### src/include/rv_core_defs.svh
`ifndef RV_CORE_DEFS_SVH
`define RV_CORE_DEFS_SVH

// datapath width
`define RV_XLEN  32

// architectural registers, x0 included
`define RV_NREGS 32

`endif

### src/design/rv_isa_pkg.sv
package rv_isa_pkg;

    // major opcodes, instr[6:0]
    typedef enum logic [6:0] {
        OP_LOAD   = 7'b0000011,   // no data memory, retires illegal
        OP_IMM    = 7'b0010011,
        OP_AUIPC  = 7'b0010111,
        OP_STORE  = 7'b0100011,   // no data memory, retires illegal
        OP_OP     = 7'b0110011,
        OP_LUI    = 7'b0110111,
        OP_BRANCH = 7'b1100011,
        OP_JALR   = 7'b1100111,
        OP_JAL    = 7'b1101111
    } op_e;

    typedef enum logic [3:0] {
        ALU_OP_ADD,
        ALU_OP_SUB,
        ALU_OP_AND,
        ALU_OP_OR,
        ALU_OP_XOR,
        ALU_OP_SLL,
        ALU_OP_SRL,
        ALU_OP_SRA,
        ALU_OP_SLT,
        ALU_OP_SLTU,
        ALU_OP_NONE
    } alu_op_e;

    // operand a or b of the ALU
    typedef enum logic [1:0] {
        ALU_SRC_REG,
        ALU_SRC_IMM,
        ALU_SRC_PC,
        ALU_SRC_NONE
    } alu_src_e;

    typedef enum logic [1:0] {
        RES_SRC_ALU,
        RES_SRC_IMM,
        RES_SRC_PC_PLUS_4,
        RES_SRC_NONE
    } res_src_e;

    typedef enum logic [2:0] {
        IMM_SRC_I,
        IMM_SRC_I_SHIFT,   // shamt only
        IMM_SRC_B,
        IMM_SRC_J,
        IMM_SRC_U,
        IMM_SRC_NONE
    } imm_src_e;

    typedef enum logic [1:0] {
        PC_SRC_PLUS_4,
        PC_SRC_PLUS_OFF,
        PC_SRC_REG_PLUS_OFF,
        PC_SRC_NONE
    } pc_src_e;

endpackage

### src/design/rv_pipe_pkg.sv
`include "rv_core_defs.svh"

package rv_pipe_pkg;

    typedef struct packed {
        logic                 reg_we;
        rv_isa_pkg::alu_src_e alu_src_a;
        rv_isa_pkg::alu_src_e alu_src_b;
        rv_isa_pkg::res_src_e result_src;
        rv_isa_pkg::pc_src_e  pc_src;
        rv_isa_pkg::imm_src_e imm_src;
        rv_isa_pkg::alu_op_e  alu_ctrl;
        logic [2:0]           br_funct3;   // branch condition
        logic                 illegal;
    } ctrl_t;

    // decode -> execute
    typedef struct packed {
        logic [`RV_XLEN-1:0] pc;
        ctrl_t               ctrl;
        logic [4:0]          rd;
        logic [`RV_XLEN-1:0] op_a;
        logic [`RV_XLEN-1:0] op_b;
        logic [`RV_XLEN-1:0] rs2_val;
        logic [`RV_XLEN-1:0] imm;
    } dec_payload_t;

    // execute -> write-back
    typedef struct packed {
        logic [`RV_XLEN-1:0] pc;
        logic [4:0]          rd;
        logic                reg_we;
        logic [`RV_XLEN-1:0] result;
        logic [`RV_XLEN-1:0] next_pc;
        logic                illegal;
    } ex_payload_t;

    typedef struct packed {
        logic                valid;
        logic [4:0]          rd;
        logic [`RV_XLEN-1:0] data;
    } fwd_t;

    // same layout as ex_payload_t
    typedef struct packed {
        logic [`RV_XLEN-1:0] pc;
        logic [4:0]          rd;
        logic                reg_we;
        logic [`RV_XLEN-1:0] result;
        logic [`RV_XLEN-1:0] next_pc;
        logic                illegal;
    } retire_t;

endpackage

### src/design/rv_controller.sv
`timescale 1ns/1ps

module rv_controller (
    input  logic [31:0]        instr,
    output rv_pipe_pkg::ctrl_t ctrl
);
    import rv_isa_pkg::*;

    op_e        op;
    logic [2:0] funct3;
    logic [6:0] funct7;
    alu_op_e    alu_arith;   // OP / OP-IMM operation
    imm_src_e   imm_i;

    assign op     = op_e'(instr[6:0]);
    assign funct3 = instr[14:12];
    assign funct7 = instr[31:25];

    // slli/srli/srai take a shamt, the rest a signed 12-bit value
    assign imm_i = (funct3[1:0] == 2'b01) ? IMM_SRC_I_SHIFT : IMM_SRC_I;

    always_comb begin
        case (funct3)
            3'b000:  alu_arith = (op == OP_OP && funct7[5]) ? ALU_OP_SUB : ALU_OP_ADD;
            3'b001:  alu_arith = ALU_OP_SLL;
            3'b010:  alu_arith = ALU_OP_SLT;
            3'b011:  alu_arith = ALU_OP_SLTU;
            3'b100:  alu_arith = ALU_OP_XOR;
            3'b101:  alu_arith = funct7[5] ? ALU_OP_SRA : ALU_OP_SRL;
            3'b110:  alu_arith = ALU_OP_OR;
            default: alu_arith = ALU_OP_AND;
        endcase
    end

    always_comb begin
        ctrl.reg_we     = 1'b1;
        ctrl.alu_src_a  = ALU_SRC_NONE;
        ctrl.alu_src_b  = ALU_SRC_NONE;
        ctrl.result_src = RES_SRC_ALU;
        ctrl.pc_src     = PC_SRC_PLUS_4;
        ctrl.imm_src    = IMM_SRC_NONE;
        ctrl.alu_ctrl   = ALU_OP_NONE;
        ctrl.br_funct3  = funct3;
        ctrl.illegal    = 1'b0;
        case (op)
            OP_OP: begin
                ctrl.alu_src_a = ALU_SRC_REG;
                ctrl.alu_src_b = ALU_SRC_REG;
                ctrl.alu_ctrl  = alu_arith;
            end
            OP_IMM: begin
                ctrl.alu_src_a = ALU_SRC_REG;
                ctrl.alu_src_b = ALU_SRC_IMM;
                ctrl.imm_src   = imm_i;
                ctrl.alu_ctrl  = alu_arith;
            end
            OP_LUI: begin
                ctrl.result_src = RES_SRC_IMM;
                ctrl.imm_src    = IMM_SRC_U;
            end
            OP_AUIPC: begin
                ctrl.alu_src_a = ALU_SRC_PC;
                ctrl.alu_src_b = ALU_SRC_IMM;
                ctrl.imm_src   = IMM_SRC_U;
                ctrl.alu_ctrl  = ALU_OP_ADD;
            end
            OP_JAL: begin
                ctrl.result_src = RES_SRC_PC_PLUS_4;
                ctrl.pc_src     = PC_SRC_PLUS_OFF;
                ctrl.imm_src    = IMM_SRC_J;
            end
            OP_JALR: begin
                ctrl.alu_src_a  = ALU_SRC_REG;   // target = rs1 + imm through the adder
                ctrl.alu_src_b  = ALU_SRC_IMM;
                ctrl.result_src = RES_SRC_PC_PLUS_4;
                ctrl.pc_src     = PC_SRC_REG_PLUS_OFF;
                ctrl.imm_src    = IMM_SRC_I;
                ctrl.alu_ctrl   = ALU_OP_ADD;
            end
            OP_BRANCH: begin
                ctrl.reg_we     = 1'b0;
                ctrl.alu_src_a  = ALU_SRC_REG;
                ctrl.result_src = RES_SRC_NONE;
                ctrl.pc_src     = PC_SRC_PLUS_OFF;
                ctrl.imm_src    = IMM_SRC_B;
                ctrl.alu_ctrl   = ALU_OP_SUB;   // flags of rs1 - rs2
            end
            default: begin   // loads, stores and anything unknown
                ctrl.reg_we     = 1'b0;
                ctrl.result_src = RES_SRC_NONE;
                ctrl.pc_src     = PC_SRC_NONE;
                ctrl.illegal    = 1'b1;
            end
        endcase
    end

    always_comb begin
        a_illegal_no_we: assert #0 (!(ctrl.illegal && ctrl.reg_we))
            else $error("control word flagged illegal still writes a register");
    end

endmodule

### src/design/rv_regfile.sv
`timescale 1ns/1ps
`include "rv_core_defs.svh"

module rv_regfile (
    input  logic                clk,
    input  logic                rst_n,
    input  logic [4:0]          rs1,
    input  logic [4:0]          rs2,
    output logic [`RV_XLEN-1:0] rdata1,
    output logic [`RV_XLEN-1:0] rdata2,
    input  logic                we,
    input  logic [4:0]          waddr,
    input  logic [`RV_XLEN-1:0] wdata
);
    logic [`RV_XLEN-1:0] regs [`RV_NREGS];

    always_ff @(posedge clk) begin
        if (!rst_n)
            regs[0] <= '0;   // x0 only ever holds its reset value
        else if (we && waddr != 5'd0)
            regs[waddr] <= wdata;
    end

    always_comb begin
        if (we && waddr != 5'd0 && waddr == rs1)
            rdata1 = wdata;   // write-through
        else
            rdata1 = regs[rs1];
    end

    always_comb begin
        if (we && waddr != 5'd0 && waddr == rs2)
            rdata2 = wdata;
        else
            rdata2 = regs[rs2];
    end

    // writes aimed at x0 never show on either read port
    a_x0_zero: assert property (@(posedge clk) disable iff (!rst_n)
        (rs1 != 5'd0 || rdata1 == '0) && (rs2 != 5'd0 || rdata2 == '0));

endmodule

### src/design/rv_pipe_reg.sv
`timescale 1ns/1ps

module rv_pipe_reg #(
    parameter type payload_t = logic
) (
    input  logic     clk,
    input  logic     rst_n,
    input  logic     in_valid,
    output logic     in_ready,
    input  payload_t in_data,
    output logic     out_valid,
    input  logic     out_ready,
    output payload_t out_data
);
    assign in_ready = !out_valid || out_ready;   // empty or draining

    always_ff @(posedge clk) begin
        if (!rst_n)
            out_valid <= 1'b0;
        else if (in_ready)
            out_valid <= in_valid;
    end

    always_ff @(posedge clk) begin
        if (in_valid && in_ready)
            out_data <= in_data;
    end

    // stalled entry holds its value until taken
    a_hold: assert property (@(posedge clk) disable iff (!rst_n)
        out_valid && !out_ready |=> out_valid && $stable(out_data));

endmodule

### src/design/rv_decode_stage.sv
`timescale 1ns/1ps
`include "rv_core_defs.svh"

module rv_decode_stage (
    input  logic [31:0]               instr,
    input  logic [`RV_XLEN-1:0]       pc,
    output logic [4:0]                rs1_idx,
    output logic [4:0]                rs2_idx,
    input  logic [`RV_XLEN-1:0]       rdata1,
    input  logic [`RV_XLEN-1:0]       rdata2,
    input  rv_pipe_pkg::fwd_t         ex_fwd,
    input  rv_pipe_pkg::fwd_t         wb_fwd,
    output rv_pipe_pkg::dec_payload_t payload
);
    import rv_isa_pkg::*;
    import rv_pipe_pkg::*;

    ctrl_t               ctrl;
    logic [`RV_XLEN-1:0] imm;
    logic [`RV_XLEN-1:0] rs1_val;
    logic [`RV_XLEN-1:0] rs2_val;

    // youngest producer first, x0 never forwarded
    function automatic logic [`RV_XLEN-1:0] fwd_pick(
        input logic [4:0]          idx,
        input logic [`RV_XLEN-1:0] rf_val,
        input fwd_t                ex,
        input fwd_t                wb
    );
        if (idx == 5'd0)
            return '0;
        if (ex.valid && ex.rd == idx)
            return ex.data;
        if (wb.valid && wb.rd == idx)
            return wb.data;
        return rf_val;
    endfunction

    rv_controller u_ctrl (
        .instr (instr),
        .ctrl  (ctrl)
    );

    assign rs1_idx = instr[19:15];
    assign rs2_idx = instr[24:20];
    assign rs1_val = fwd_pick(rs1_idx, rdata1, ex_fwd, wb_fwd);
    assign rs2_val = fwd_pick(rs2_idx, rdata2, ex_fwd, wb_fwd);

    always_comb begin
        case (ctrl.imm_src)
            IMM_SRC_I:       imm = {{20{instr[31]}}, instr[31:20]};
            IMM_SRC_I_SHIFT: imm = {27'b0, instr[24:20]};
            IMM_SRC_B:       imm = {{20{instr[31]}}, instr[7], instr[30:25], instr[11:8], 1'b0};
            IMM_SRC_J:       imm = {{12{instr[31]}}, instr[19:12], instr[20], instr[30:21], 1'b0};
            IMM_SRC_U:       imm = {instr[31:12], 12'b0};
            default:         imm = '0;
        endcase
    end

    always_comb begin
        payload.pc      = pc;
        payload.ctrl    = ctrl;
        payload.rd      = instr[11:7];
        payload.rs2_val = rs2_val;
        payload.imm     = imm;
        case (ctrl.alu_src_a)
            ALU_SRC_REG: payload.op_a = rs1_val;
            ALU_SRC_PC:  payload.op_a = pc;   // auipc
            default:     payload.op_a = '0;
        endcase
        case (ctrl.alu_src_b)
            ALU_SRC_REG: payload.op_b = rs2_val;
            ALU_SRC_IMM: payload.op_b = imm;
            default:     payload.op_b = '0;
        endcase
    end

endmodule

### src/design/rv_execute_stage.sv
`timescale 1ns/1ps
`include "rv_core_defs.svh"

module rv_execute_stage (
    input  rv_pipe_pkg::dec_payload_t payload,
    input  logic                      valid,
    output rv_pipe_pkg::fwd_t         ex_fwd,
    output rv_pipe_pkg::ex_payload_t  result
);
    import rv_isa_pkg::*;

    logic [`RV_XLEN-1:0] alu_a;
    logic [`RV_XLEN-1:0] alu_b;
    logic [`RV_XLEN-1:0] b_eff;
    logic [`RV_XLEN-1:0] sum;
    logic [`RV_XLEN-1:0] alu_y;
    logic [`RV_XLEN-1:0] pc_plus4;
    logic [`RV_XLEN-1:0] target;
    logic [`RV_XLEN-1:0] next_pc;
    logic [`RV_XLEN-1:0] res_val;
    logic                is_branch;
    logic                sub_op;
    logic                negative, zero, carry, overflow;
    logic                taken;

    assign is_branch = (payload.ctrl.imm_src == IMM_SRC_B);
    assign alu_a     = payload.op_a;
    assign alu_b     = is_branch ? payload.rs2_val : payload.op_b;   // compare rs1 with rs2

    // shared adder, subtract as a + ~b + 1
    assign sub_op       = (payload.ctrl.alu_ctrl == ALU_OP_SUB);
    assign b_eff        = sub_op ? ~alu_b : alu_b;
    assign {carry, sum} = {1'b0, alu_a} + {1'b0, b_eff} + {{`RV_XLEN{1'b0}}, sub_op};
    assign overflow     = (alu_a[`RV_XLEN-1] == b_eff[`RV_XLEN-1]) &&
                          (sum[`RV_XLEN-1] != alu_a[`RV_XLEN-1]);

    always_comb begin
        case (payload.ctrl.alu_ctrl)
            ALU_OP_ADD, ALU_OP_SUB: alu_y = sum;
            ALU_OP_AND:  alu_y = alu_a & alu_b;
            ALU_OP_OR:   alu_y = alu_a | alu_b;
            ALU_OP_XOR:  alu_y = alu_a ^ alu_b;
            ALU_OP_SLL:  alu_y = alu_a << alu_b[4:0];
            ALU_OP_SRL:  alu_y = alu_a >> alu_b[4:0];
            ALU_OP_SRA:  alu_y = $signed(alu_a) >>> alu_b[4:0];
            ALU_OP_SLT:  alu_y = {{(`RV_XLEN-1){1'b0}}, $signed(alu_a) < $signed(alu_b)};
            ALU_OP_SLTU: alu_y = {{(`RV_XLEN-1){1'b0}}, alu_a < alu_b};
            default:     alu_y = '0;
        endcase
    end

    assign negative = alu_y[`RV_XLEN-1];
    assign zero     = (alu_y == '0);

    always_comb begin
        case (payload.ctrl.br_funct3)
            3'b000:  taken = zero;                    // beq
            3'b001:  taken = !zero;                   // bne
            3'b100:  taken = negative ^ overflow;     // blt
            3'b101:  taken = !(negative ^ overflow);  // bge
            3'b110:  taken = !carry;                  // bltu, borrow
            3'b111:  taken = carry;                   // bgeu
            default: taken = 1'b0;
        endcase
    end

    assign pc_plus4 = payload.pc + `RV_XLEN'd4;
    assign target   = payload.pc + payload.imm;

    always_comb begin
        case (payload.ctrl.pc_src)
            PC_SRC_PLUS_OFF:     next_pc = (!is_branch || taken) ? target : pc_plus4;
            PC_SRC_REG_PLUS_OFF: next_pc = {sum[`RV_XLEN-1:1], 1'b0};   // jalr drops bit 0
            default:             next_pc = pc_plus4;
        endcase
        case (payload.ctrl.result_src)
            RES_SRC_ALU:       res_val = alu_y;
            RES_SRC_IMM:       res_val = payload.imm;
            RES_SRC_PC_PLUS_4: res_val = pc_plus4;
            default:           res_val = '0;
        endcase
    end

    assign result.pc      = payload.pc;
    assign result.rd      = payload.rd;
    assign result.reg_we  = payload.ctrl.reg_we;
    assign result.result  = res_val;
    assign result.next_pc = next_pc;
    assign result.illegal = payload.ctrl.illegal;

    assign ex_fwd.valid = valid && payload.ctrl.reg_we && (payload.rd != 5'd0);
    assign ex_fwd.rd    = payload.rd;
    assign ex_fwd.data  = res_val;

endmodule

### src/design/rv_exec_core.sv
`timescale 1ns/1ps
`include "rv_core_defs.svh"

module rv_exec_core (
    input  logic                 clk,
    input  logic                 rst_n,
    input  logic                 in_valid,
    output logic                 in_ready,
    input  logic [31:0]          in_instr,
    input  logic [`RV_XLEN-1:0]  in_pc,
    output logic                 retire_valid,
    input  logic                 retire_ready,
    output rv_pipe_pkg::retire_t retire
);
    import rv_pipe_pkg::*;

    dec_payload_t        dec_d;
    dec_payload_t        dec_q;
    logic                dec_valid;
    logic                dec_ready;
    ex_payload_t         ex_d;
    ex_payload_t         ex_q;
    fwd_t                ex_fwd;
    fwd_t                wb_fwd;
    logic [4:0]          rs1_idx;
    logic [4:0]          rs2_idx;
    logic [`RV_XLEN-1:0] rdata1;
    logic [`RV_XLEN-1:0] rdata2;

    rv_decode_stage u_decode (
        .instr   (in_instr),
        .pc      (in_pc),
        .rs1_idx (rs1_idx),
        .rs2_idx (rs2_idx),
        .rdata1  (rdata1),
        .rdata2  (rdata2),
        .ex_fwd  (ex_fwd),
        .wb_fwd  (wb_fwd),
        .payload (dec_d)
    );

    rv_pipe_reg #(.payload_t(dec_payload_t)) u_dec_reg (
        .clk       (clk),
        .rst_n     (rst_n),
        .in_valid  (in_valid),
        .in_ready  (in_ready),
        .in_data   (dec_d),
        .out_valid (dec_valid),
        .out_ready (dec_ready),
        .out_data  (dec_q)
    );

    rv_execute_stage u_execute (
        .payload (dec_q),
        .valid   (dec_valid),
        .ex_fwd  (ex_fwd),
        .result  (ex_d)
    );

    rv_pipe_reg #(.payload_t(ex_payload_t)) u_ret_reg (
        .clk       (clk),
        .rst_n     (rst_n),
        .in_valid  (dec_valid),
        .in_ready  (dec_ready),
        .in_data   (ex_d),
        .out_valid (retire_valid),
        .out_ready (retire_ready),
        .out_data  (ex_q)
    );

    // write-back happens on the retire handshake
    rv_regfile u_regfile (
        .clk    (clk),
        .rst_n  (rst_n),
        .rs1    (rs1_idx),
        .rs2    (rs2_idx),
        .rdata1 (rdata1),
        .rdata2 (rdata2),
        .we     (retire_valid && retire_ready && ex_q.reg_we),
        .waddr  (ex_q.rd),
        .wdata  (ex_q.result)
    );

    assign wb_fwd.valid = retire_valid && ex_q.reg_we && (ex_q.rd != 5'd0);
    assign wb_fwd.rd    = ex_q.rd;
    assign wb_fwd.data  = ex_q.result;

    assign retire = retire_t'(ex_q);   // identical field layout

endmodule

### config.mk
export PLATFORM = sky130hd
export DESIGN_NAME = rv_exec_core
export DESIGN_NICKNAME = d
export VERILOG_FILES = /design/src/design/rv_isa_pkg.sv /design/src/design/rv_pipe_pkg.sv /design/src/design/rv_controller.sv /design/src/design/rv_regfile.sv /design/src/design/rv_pipe_reg.sv /design/src/design/rv_decode_stage.sv /design/src/design/rv_execute_stage.sv /design/src/design/rv_exec_core.sv
export VERILOG_INCLUDE_DIRS = /design/src /design/src/include
export SDC_FILE = /design/constraint.sdc
export NUM_CORES = 2
export LEC_CHECK = 0
export BUFFER_PORTS_ARGS = -buffer_cell sky130_fd_sc_hd__buf_4
export CAP_MARGIN = 20
export CORE_ASPECT_RATIO = 0.9
export CORE_MARGIN = 2
export CORE_UTILIZATION = 35
export DETAILED_ROUTE_END_ITERATION = 10
export HOLD_SLACK_MARGIN = 0.1
export SYNTH_ARGS = -nofsm -noshare
export SYNTH_HDL_FRONTEND = slang
export SYNTH_HIERARCHICAL = 1
export SYNTH_SLANG_ARGS = --single-unit
### constraint.sdc
create_clock -name clk -period 9.1 [get_ports clk]
set_input_delay 1.82 -clock clk [delete_from_list [all_inputs] [get_ports clk]]
set_output_delay 1.82 -clock clk [all_outputs]
set_load 0.01 [all_outputs]
==> flow_summary.yaml <==
outcome:
  status: "finished, final reports clean"
clock_tree:
  insertion_delay_ns: 0.81
  cts_setup_buffers: 0
  postCtsHoldBufs: 0
  clk_path_buf_depth: 3
  cts_buffers: 139
  root_buffer: "clkbuf_16"
  tritoncts: "done"
  cts_sinks: 1310
  ctsHtreeMaxLevel: 4
  cts_resized: 0
  clk_pin_slew_ns: 0.06
min_path:
  hold_depth: 0
  hold_path_end: "u_ret_reg/out_data[0]"
  worstHoldStart: "u_dec_reg/out_data[133]"
  hp-class: "register to register"
timing:
  finalHoldViolations: 0
  setup_violations: 0
  timing.setup.tns_ns: 0
  slew_viol_final: 0
  slew_headroom: 0.117
  worst_slew_pin_slew_ns: 1.31
  fin_crit_ns: 7.66
  fmax_ghz: 0.131
  finalCritPeriodShare: 0.842
  rsz0062_at_grt: "false"
  final.setup_skew_ns: 0.0478
finish:
  nNetsFinal: 5403
  final_core_util: 0.395
  area_growth_pct: 11.9
  drive_gt1_frac: 0.246
detailed_routing:
  drt_wl_total_um: 296000
  drc: 0
  drt_iter0_drc: 7287
  dr.pass1.iters: 6
  wl_per_cell_um: 36.8
  ant_nets: 0
  vias_per_cell: 6.45
  num_vias: 51800
placement:
  io_buffers: 172
  hpwlAfterDp_um: 201000
  place_congestion: 1.01
grt:
  antenna_found_initial: 18
  grt_max_degree: 139
  grt_usage: 0.272
  overflow: 0
  grt_pass1_wl_um: 404000
  grt_pass1_vias: 49900
critical_path:
  required_ns: 9.61
  critPathMaxFanout: 49
  r2r_setup_slack_ns: 1.44
  arrival_ns: 8.17
  reg2reg_from: "u_dec_reg/out_data[141]"
  r2r-end: "u_ret_reg/out_data[31]"
  reg2reg_depth: 21
  endpoint_kind: "register"
  start_kind: "register"
  crit_type: "register to register"
pwr:
  ir_drop_mv: 0.154
  power_density_nw_per_um2: 172
  p_leak_nw: 28.7
floorplan:
  start_util: 0.353
  die_area_sq_um: 211000
  core_sq_um: 206000
  die_y_um: 436
  io_pins: 173
  rows: 158
  die_w_um: 485
logic_synthesis:
  syn_area_per_cell_sq_um: 14.0
  synthCells: 5184
  yosys_warnings: 6
  synth_nets: 5389
  syn_area_sq_um: 72700
job:
  drv_cap: 0
[per-stage QoR]
| stage | hold WS (ns) | power [mW] | std cells | setup WS, ns | instance area [sq um] |
|---|---|---|---|---|---|
| after global routing | 0.432 | 14.4 | 8027 | 1.26 | 81400 |
| after detailed placement | 0.406 | 8.40 | 7760 | 1.54 | 76600 |
| after CTS | 0.419 | 14.1 | 8010 | 1.46 | 81200 |
| final | 0.423 | 14.0 | 8030 | 1.44 | 81400 |
| after floorplan | 0.490 | 7.76 | 5184 | 2.93 | 72700 |
| after global placement | 0.408 | 8.40 | 7752 | 1.73 | 76500 |
[how the worst max path moves through the flow]
stage,start,cells past startpoint,endpoint,slack (ns)
finish,u_dec_reg/out_data[141],21,u_ret_reg/out_data[31],1.44
CTS,u_dec_reg/out_data[141],20,u_ret_reg/out_data[31],1.46
floorplan,u_dec_reg/out_data[141],25,u_ret_reg/out_data[12],2.93
global route,u_dec_reg/out_data[141],21,u_ret_reg/out_data[31],1.26
global placement,u_dec_reg/out_data[141],20,u_ret_reg/out_data[31],1.73
detailed placement,u_dec_reg/out_data[141],20,u_ret_reg/out_data[31],1.54
[per-layer routing]
layer | part of all wire | global-route usage
met1 | 0.39 | 0.361
met2 | 0.47 | 0.441
met4 | 0.042 | 0.103
met5 | 0.00034 | 0
met3 | 0.090 | 0.0531
[cell usage in the layout, fill, tap and decap left out, types with 81 or more instances in the layout]
master / n
edfxtp_1: 1308
mux4_2: 508
buf_4: 344
o22ai_1: 285
nand2_1: 284
o21ai_0: 254
nor2_1: 244
mux2i_1: 159
clkbuf_16: 142
ha_1: 135
a21oi_1: 133
xnor2_1: 111
nor4_1: 83
nand3_1: 82
inv_1: 81
[critical path: stages, from the launching register on]
cell	delay, ns
edfxtp_1	0.46
nor3b_2	0.79
buf_4	0.55
mux2i_4	0.61
xnor2_1	0.14
ha_1	0.38
a211oi_1	0.33
o21bai_1	0.18
nor3_1	0.32
buf_4	0.20
a2111oi_0	0.09
buf_4	0.21
a2111oi_2	0.67
xnor2_1	0.18
a2111oi_0	0.62
nand3_1	0.16
nor3_2	0.20
xor2_1	0.13
a21boi_4	0.18
buf_4	0.45
mux2i_1	0.14
a221o_1	0.37
[power breakdown]
group	switching [mW]	leakage (nW)	total [mW]	internal, mW
sequential	0.121	14.0	6.78	6.66
clock	2.55	2.19	5.72	3.17
combinational	0.986	12.6	1.54	0.554
[registers in the layout (all words and copies together) (netlist names)]
name and flops:
u_regfile/regs 1024, u_ret_reg/out_valid 1, u_ret_reg/out_data 103, u_dec_reg/out_valid 1, u_dec_reg/out_data 181
[layout make-up]
cell class,count,area [sq um]
Clock inverter,86,935
Clock buffer,164,3610
Inverter,88,330
Timing Repair Buffer,381,3130
Sequential cell,1310,39300
Fill cell,19100,125000
Tap cell,2720,3400
Multi-Input combinational cell,3278,30700
Antenna cell,3,7.51
(Power assumes the default switching activity.)
